## src/hw/ss_bridge_defs.svh

```systemverilog
`ifndef SS_BRIDGE_DEFS_SVH
`define SS_BRIDGE_DEFS_SVH

// clocks per uart bit, 16 for sim (32 or 64 also fine)
`define SS_BIT_CLKS 16

// register address space of the bus
`define SS_NUM_REGS 16

// reply byte sent once a write frame is done
`define SS_ACK_CODE 8'hA5

// special registers
`define SS_REG_TRIG 4'd15  // write pulses trig
`define SS_REG_TCNT 4'd14  // read-only count of trig writes

`endif
```

## src/hw/ss_bridge_pkg.sv

```systemverilog
package ss_bridge_pkg;

  // register address on the internal bus, 16 regs
  typedef logic [3:0] reg_addr_t;

  typedef logic [7:0] byte_t;  // one data byte

  // header byte of every frame, msb first
  typedef struct packed {
    logic       write;   // 1 = write frame, 0 = read
    logic [2:0] len_m1;  // burst length minus one
    reg_addr_t  start;   // first register of the burst
  } frame_hdr_t;

  // received byte seen either as header or as plain data
  typedef union packed {
    byte_t      raw;
    frame_hdr_t hdr;
  } rx_word_u;

endpackage

```

## src/hw/ss_bus_if.sv

```systemverilog
`timescale 1ns/1ps
`default_nettype none

interface ss_bus_if;
  import ss_bridge_pkg::*;

  reg_addr_t addr;   // register select
  byte_t     wdata;  // write data, valid with wr
  byte_t     rdata;  // read data, one cycle after rd
  logic      wr;     // single-cycle write strobe
  logic      rd;     // single-cycle read strobe

  // frame controller side
  modport master (output addr, wdata, wr, rd, input rdata);

  // register block side
  modport target (input addr, wdata, wr, rd, output rdata);

endinterface

`default_nettype wire

```

## src/hw/ss_bridge_top.sv

```systemverilog
`timescale 1ns/1ps
`default_nettype none

module ss_bridge_top (
  input  logic  clk,
  input  logic  rst,
  input  logic  rxd,
  output logic  txd,
  output logic  trig,
  output logic  err
);
  import ss_bridge_pkg::*;

  byte_t rx_byte;
  byte_t tx_byte;
  logic  rx_valid, rx_err;
  logic  tx_start, tx_busy;

  ss_bus_if bus ();  // internal register bus

  uart_rx u_rx (
    .clk      (clk),
    .rst      (rst),
    .rxd      (rxd),
    .rx_byte  (rx_byte),
    .rx_valid (rx_valid),
    .rx_err   (rx_err)
  );

  uart_tx u_tx (
    .clk      (clk),
    .rst      (rst),
    .tx_byte  (tx_byte),
    .tx_start (tx_start),
    .txd      (txd),
    .tx_busy  (tx_busy)
  );

  ss_frame_ctrl u_ctrl (
    .clk      (clk),
    .rst      (rst),
    .rx_byte  (rx_byte),
    .rx_valid (rx_valid),
    .rx_err   (rx_err),
    .tx_busy  (tx_busy),
    .tx_byte  (tx_byte),
    .tx_start (tx_start),
    .err      (err),
    .bus      (bus.master)
  );

  reg_target u_regs (
    .clk      (clk),
    .rst      (rst),
    .bus      (bus.target),
    .trig     (trig)
  );

endmodule

`default_nettype wire

```

## src/hw/reg_target.sv

```systemverilog
`timescale 1ns/1ps
`default_nettype none

`include "ss_bridge_defs.svh"

module reg_target (
  input  logic      clk,
  input  logic      rst,
  ss_bus_if.target  bus,
  output logic      trig
);
  import ss_bridge_pkg::*;

  byte_t regs [`SS_NUM_REGS];  // slot 14 holds the trigger count
  logic  trig_hit;
  logic  tcnt_sel;

  assign trig_hit = bus.wr && (bus.addr == reg_addr_t'(`SS_REG_TRIG));
  assign tcnt_sel = (bus.addr == reg_addr_t'(`SS_REG_TCNT));

  always_ff @(posedge clk) begin
    if (rst) begin
      for (int i = 0; i < `SS_NUM_REGS; i++) regs[i] <= '0;
      trig <= 1'b0;
    end else begin
      trig <= trig_hit;  // one cycle after the wr strobe
      if (trig_hit) regs[`SS_REG_TCNT] <= regs[`SS_REG_TCNT] + 1'b1;  // mod 256
      if (bus.wr && !tcnt_sel) regs[bus.addr] <= bus.wdata;  // count reg is read-only
    end
  end

  // registered read data
  always_ff @(posedge clk) begin
    if (bus.rd) bus.rdata <= regs[bus.addr];
  end

endmodule

`default_nettype wire

```

## src/hw/ss_frame_ctrl.sv

```systemverilog
`timescale 1ns/1ps
`default_nettype none

`include "ss_bridge_defs.svh"

module ss_frame_ctrl (
  input  logic                  clk,
  input  logic                  rst,
  input  ss_bridge_pkg::byte_t  rx_byte,
  input  logic                  rx_valid,
  input  logic                  rx_err,
  input  logic                  tx_busy,
  output ss_bridge_pkg::byte_t  tx_byte,
  output logic                  tx_start,
  output logic                  err,
  ss_bus_if.master              bus
);
  import ss_bridge_pkg::*;

  typedef enum logic [2:0] {
    ST_IDLE,      // reply still on the line, incoming bytes dropped
    ST_HEADER,    // waiting for a header byte
    ST_WR_DATA,
    ST_ACK,
    ST_RD_ISSUE,
    ST_RD_SEND
  } state_t;

  state_t     state;
  rx_word_u   rx_word;
  reg_addr_t  addr_q;   // current register, wraps at 16
  logic [2:0] cnt_q;    // bytes left after the current one
  logic       wr_q;
  byte_t      wdata_q;

  assign rx_word.raw = rx_byte;

  assign bus.addr  = addr_q;
  assign bus.wdata = wdata_q;
  assign bus.wr    = wr_q;
  // read strobe once the transmitter is free, rdata lands in ST_RD_SEND
  assign bus.rd    = (state == ST_RD_ISSUE) && !tx_busy;

  // rd already waited on tx_busy, so ST_RD_SEND can start right away
  assign tx_start = (state == ST_RD_SEND) || ((state == ST_ACK) && !tx_busy);
  assign tx_byte  = (state == ST_ACK) ? byte_t'(`SS_ACK_CODE) : bus.rdata;

  always_ff @(posedge clk) begin
    if (rst) begin
      state  <= ST_HEADER;
      addr_q <= '0;
      cnt_q  <= '0;
      wr_q   <= 1'b0;
      err    <= 1'b0;
    end else begin
      wr_q <= 1'b0;
      if (wr_q) addr_q <= addr_q + 1'b1;  // step past the register just written

      if (rx_err) begin
        err   <= 1'b1;        // sticky until reset
        state <= ST_HEADER;   // frame in progress is dropped
      end else begin
        case (state)
          ST_IDLE: if (!tx_busy) state <= ST_HEADER;
          ST_HEADER: begin
            if (rx_valid) begin
              addr_q <= rx_word.hdr.start;
              cnt_q  <= rx_word.hdr.len_m1;
              state  <= rx_word.hdr.write ? ST_WR_DATA : ST_RD_ISSUE;
            end
          end
          ST_WR_DATA: begin
            if (rx_valid) begin
              wr_q    <= 1'b1;         // bus write one cycle after rx_valid
              wdata_q <= rx_word.raw;
              if (cnt_q == 3'd0) state <= ST_ACK;
              else cnt_q <= cnt_q - 1'b1;
            end
          end
          ST_ACK: if (!tx_busy) state <= ST_IDLE;  // ack byte goes out here
          ST_RD_ISSUE: if (!tx_busy) state <= ST_RD_SEND;
          ST_RD_SEND: begin
            if (cnt_q == 3'd0) state <= ST_IDLE;  // last byte of the burst
            else begin
              cnt_q  <= cnt_q - 1'b1;
              addr_q <= addr_q + 1'b1;            // wraps mod 16
              state  <= ST_RD_ISSUE;
            end
          end
          default: state <= ST_HEADER;
        endcase
      end
    end
  end

endmodule

`default_nettype wire

```

## src/hw/uart_tx.sv

```systemverilog
`timescale 1ns/1ps
`default_nettype none

`include "ss_bridge_defs.svh"

module uart_tx (
  input  logic                  clk,
  input  logic                  rst,
  input  ss_bridge_pkg::byte_t  tx_byte,
  input  logic                  tx_start,
  output logic                  txd,
  output logic                  tx_busy
);
  import ss_bridge_pkg::*;

  localparam int BIT_CLKS = `SS_BIT_CLKS;
  localparam int CNT_W    = $clog2(BIT_CLKS);

  logic [8:0]       shreg;   // data then stop bit, start bit goes out directly
  logic [CNT_W-1:0] cnt;
  logic [3:0]       bit_cnt; // 0 = start bit .. 9 = stop bit

  always_ff @(posedge clk) begin
    if (rst) begin
      txd     <= 1'b1;  // line idles high
      tx_busy <= 1'b0;
      cnt     <= '0;
      bit_cnt <= '0;
    end else if (!tx_busy) begin
      if (tx_start) begin
        txd     <= 1'b0;             // start bit in the next cycle
        shreg   <= {1'b1, tx_byte};
        tx_busy <= 1'b1;
        cnt     <= '0;
        bit_cnt <= '0;
      end
    end else if (cnt == CNT_W'(BIT_CLKS - 1)) begin
      cnt <= '0;
      if (bit_cnt == 4'd9) tx_busy <= 1'b0;  // stop bit done, 10 bit times total
      else begin
        txd     <= shreg[0];
        shreg   <= {1'b1, shreg[8:1]};
        bit_cnt <= bit_cnt + 1'b1;
      end
    end else begin
      cnt <= cnt + 1'b1;
    end
  end

endmodule

`default_nettype wire

```

## src/hw/uart_rx.sv

```systemverilog
`timescale 1ns/1ps
`default_nettype none

`include "ss_bridge_defs.svh"

module uart_rx (
  input  logic                  clk,
  input  logic                  rst,
  input  logic                  rxd,
  output ss_bridge_pkg::byte_t  rx_byte,
  output logic                  rx_valid,
  output logic                  rx_err
);
  import ss_bridge_pkg::*;

  localparam int BIT_CLKS = `SS_BIT_CLKS;
  localparam int CNT_W    = $clog2(BIT_CLKS);

  typedef enum logic [1:0] {RX_IDLE, RX_START, RX_DATA, RX_STOP} rx_state_t;

  rx_state_t        state;
  logic             rxd_m, rxd_s, rxd_d;  // sync pair plus edge delay
  logic [CNT_W-1:0] cnt;                  // clocks inside current bit
  logic [2:0]       bit_idx;
  byte_t            shreg;
  logic             start_edge;

  // falling edge only, so a line held low after a bad stop bit is not a new start
  assign start_edge = rxd_d & ~rxd_s;
  assign rx_byte    = shreg;

  always_ff @(posedge clk) begin
    if (rst) begin
      rxd_m    <= 1'b1;
      rxd_s    <= 1'b1;
      rxd_d    <= 1'b1;
      state    <= RX_IDLE;
      cnt      <= '0;
      bit_idx  <= '0;
      rx_valid <= 1'b0;
      rx_err   <= 1'b0;
    end else begin
      rxd_m    <= rxd;
      rxd_s    <= rxd_m;
      rxd_d    <= rxd_s;
      rx_valid <= 1'b0;  // strobes by default
      rx_err   <= 1'b0;
      case (state)
        RX_IDLE: begin
          cnt <= '0;
          if (start_edge) state <= RX_START;
        end
        RX_START: begin
          if (cnt == CNT_W'(BIT_CLKS / 2 - 1)) begin  // middle of start bit
            cnt     <= '0;
            bit_idx <= '0;
            state   <= rxd_s ? RX_IDLE : RX_DATA;      // high again -> glitch
          end else cnt <= cnt + 1'b1;
        end
        RX_DATA: begin
          if (cnt == CNT_W'(BIT_CLKS - 1)) begin
            cnt     <= '0;
            shreg   <= {rxd_s, shreg[7:1]};  // lsb first
            bit_idx <= bit_idx + 1'b1;
            if (bit_idx == 3'd7) state <= RX_STOP;
          end else cnt <= cnt + 1'b1;
        end
        RX_STOP: begin
          if (cnt == CNT_W'(BIT_CLKS - 1)) begin
            rx_valid <= rxd_s;
            rx_err   <= ~rxd_s;  // framing error replaces valid
            state    <= RX_IDLE;
          end else cnt <= cnt + 1'b1;
        end
        default: state <= RX_IDLE;
      endcase
    end
  end

endmodule

`default_nettype wire

```

## config.mk

```make
export PLATFORM = sky130hd
export DESIGN_NAME = ss_bridge_top
export DESIGN_NICKNAME = d
export VERILOG_FILES = /design/src/hw/ss_bridge_pkg.sv /design/src/hw/ss_bus_if.sv /design/src/hw/ss_bridge_top.sv /design/src/hw/reg_target.sv /design/src/hw/ss_frame_ctrl.sv /design/src/hw/uart_tx.sv /design/src/hw/uart_rx.sv
export VERILOG_INCLUDE_DIRS = /design/src /design/src/hw
export SDC_FILE = /design/constraint.sdc
export NUM_CORES = 1
export LEC_CHECK = 0
export BUFFER_PORTS_ARGS = -buffer_cell sky130_fd_sc_hd__buf_2
export CELL_PAD_IN_SITES_DETAIL_PLACEMENT = 1
export CELL_PAD_IN_SITES_GLOBAL_PLACEMENT = 2
export CORE_UTILIZATION = 35
export CTS_CLUSTER_DIAMETER = 120
export DETAILED_ROUTE_END_ITERATION = 8
export PLACE_DENSITY = 0.61
export SKIP_LAST_GASP = 1
export SLEW_MARGIN = 20
export SYNTH_ARGS = -nofsm -noshare
export SYNTH_HDL_FRONTEND = slang
export SYNTH_SLANG_ARGS = --single-unit
```

## constraint.sdc

```tcl
create_clock -name clk -period 2.8 [get_ports clk]
set_clock_uncertainty 0.2 [all_clocks]
set_input_delay 0 -clock clk [delete_from_list [all_inputs] [get_ports clk]]
set_output_delay 0 -clock clk [all_outputs]
set_load 0.03 [all_outputs]
```

==> flow_metrics.env <==
export IMPL_status="finished clean"
export IMPL_power_leakage_nw=3.44
export IMPL_rows=58
export IMPL_postCtsSetupRepairBufs=0
export IMPL_async_flop_share=0
export IMPL_swShare=0.233
export IMPL_io_pins=6
export IMPL_p_int_mw=4.53
export IMPL_power_share_clock=0.409
export IMPL_nets=700
export IMPL_overflow=0
export IMPL_layout_drive_gt1_share=0.149
export IMPL_area_growth_synth_to_final_pct=12.2
export IMPL_synth_top_cells_by_count="160 x edfxtp_1, 122 x and2_1, 39 x nor2_1"
export IMPL_dp_hpwl_um=16100
export IMPL_synth_area_top_cells="edfxtp_1 53%, and2_1 8.4%, dfxtp_1 8.2%"
export IMPL_hold_path_class="input pin to register"
export IMPL_synthFlopType="edfxtp_1"
export IMPL_die_area_um2=26500
export IMPL_cts_sink_count=197
export IMPL_root_buffer="clkbuf_16"
export IMPL_finalWeightedCongestion=0.777
export IMPL_topRoutingLayerUsed="met5"
export IMPL_cap_violations=0
export IMPL_wl_met1_um=10400
export IMPL_core_region_area_um2=25300
export IMPL_path_class="register to register"
export IMPL_dr_wl_met2_um=11300
export IMPL_yosysTopAreaCell="edfxtp_1"
export IMPL_fp_dieH_um=163
export IMPL_clock_path_buffers=2
export IMPL_htree_levels=4
export IMPL_dr_pass1_iters=4
export IMPL_grt_setup_unrepaired="no"
export IMPL_diodes=0
export IMPL_yosys_register_bits=197
export IMPL_via_per_inst=5.20
export IMPL_required_ps=2780
export IMPL_syn_avg_cell_area_um2=13.8
export IMPL_cp_arrival_ps=2420
export IMPL_postRouteAntennaNets=0
export IMPL_timing_fmax_mhz=411
export IMPL_power_density_nw_per_um2=581
export IMPL_power_switching_mw=1.37
export IMPL_fin_area_um2=10200
export IMPL_cts_tree="done"
export IMPL_final_core_util=0.402
export IMPL_cts_repair_resize_count=0
export IMPL_cts_clk_slew_worst_paths_ps=70
export IMPL_port_buffers=5
export IMPL_finalHoldViolCount=0
export IMPL_finalSetupViolations=0
export IMPL_post_route_period_util=0.869
export IMPL_ir_drop_mv=0.299
export IMPL_layout_setup_ws_ps=366
export IMPL_ys_seq_area_frac=0.612
export IMPL_wl_um=23100
export IMPL_die_w_um=163
export IMPL_relSlewSlack=0.455
export IMPL_worst_slew_pin_slew_ps=812
export IMPL_track_usage=0.184
export IMPL_finalCriticalPeriod_ps=2430
export IMPL_whs_ps=97.5
export IMPL_grt_start_max_net_pins=36
export IMPL_synth_cell_types=51
export IMPL_drc_errors=0
export IMPL_grt_pass1_wl_um=35000
export IMPL_start_util=0.359
export IMPL_place_area_um2=9550
export IMPL_cp_max_fo=16
export IMPL_grt_pass1_vias=5658
export IMPL_clk_latency_ps=450
export IMPL_yosys_warnings=0
export IMPL_dr_wl_met3_um=965
export IMPL_power_frac_seq=0.559
export IMPL_report_final_slew_viol_count=0
export IMPL_p_comb_frac=0.032
export IMPL_synth_cells=656
export IMPL_synth_top_cell_area_share=0.531
export IMPL_synth_edff_count=160
export IMPL_drtIter0Drc=471
export IMPL_tns_ps=0
export IMPL_cts_buffers=17
export IMPL_synth_cell_area_um2=9050
export IMPL_cts_hold_buffers=2
export IMPL_startpoint_type="register"
export IMPL_endpoint_kind="register"
export IMPL_pre_cts_slack_ps=312
export IMPL_synth_fp_nets=676
export IMPL_antenna_found_initial=2
export IMPL_routed_via_count=5323
export IMPL_yosysMostFrequentCell="edfxtp_1"
export IMPL_wl_per_cell_um=22.5
flip-flops by register name, summed over array words and instances (netlist names), 3 cells and up, named ones only:
register          flops
u_regs.regs         128
u_ctrl.bus.wdata      8
u_regs.bus.rdata      8
u_rx.rx_byte          8
u_tx.shreg            8
u_ctrl.bus.addr       4
u_rx.cnt              4
u_tx.bit_cnt          4
u_tx.cnt              4
u_ctrl.cnt_q          3
u_ctrl.state          3
u_rx.bit_idx          3
power groups by stage:
stage | Clock, mW | Combinational, mW | Sequential (mW)
floorplan | 0 | 0.128 | 3.33
global placement | 0 | 0.186 | 3.36
detailed placement | 0 | 0.191 | 3.36
CTS | 2.47 | 0.195 | 3.30
global route | 2.56 | 0.210 | 3.31
finish | 2.41 | 0.191 | 3.30
worst paths after layout:
check	startpoint	cells after the start	slack, ps	end
max	u_ctrl.bus.addr[0]	3	370	u_regs.bus.rdata[0]
min	rxd	3	100	u_rx.rxd_m
max reg2reg	u_ctrl.bus.addr[0]	3	370	u_regs.bus.rdata[0]
min reg2reg	u_rx.rxd_m	1	220	u_rx.rxd_s
placed cells by master, fill, tap and decap left out, drive strengths merged, types with 5 or more instances in the layout:
cell type  netlist  final
nor3            17     17
xor2            10     10
buf             11     34
and2           122    122
a22o             7      7
edfxtp         160    160
nand2           27     27
or2             10     10
ha              17     17
inv             15     20
a21oi           16     16
nor2b            5      5
dfxtp           37     37
xnor2            5      5
clkbuf          20     18
o21ai           20     20
nand2b          10     10
mux4            40     40
nand3           15     15
nor2            40     40
clkinv           0      7
logic make-up after synthesis:
logic type,synth area share
AO/OA/AOI/OAI,0.0556
XOR/XNOR,0.0145
adder cells (fa/ha/maj),0.0235
buffers and inverters,0.0236
flip-flops,0.612
multiplexers,0.109
AND/OR/NAND/NOR,0.161
critical path, cell delays in order, from the launching register on:
cell     delay (ps)
dfxtp_2         410
buf_4           340
mux4_1          710
mux4_2          510
per-layer routing:
layer	track usage	vias up
li1	-	2472
met1	0.240	2745
met2	0.305	75
met3	0.0379	29
met4	0.0595	2
met5	0	-
per-stage QoR:
stage	power [mW]	instances
3_3_place_gp	3.55	989
4_1_cts	5.97	1023
6_report	5.90	1023
5_1_grt	6.08	1023
2_1_floorplan	3.46	656
3_5_place_dp	3.56	989
area by class of cell:
class	instances	area (um2)
clock buffer	18	439
clock inverter	14	143
fill	2596	15100
inverter	15	56.3
multi-input combinational	413	3300
sequential	197	5550
tap	330	413
timing repair buffer	36	263
Note: power is estimated with default switching activity, not from simulation.
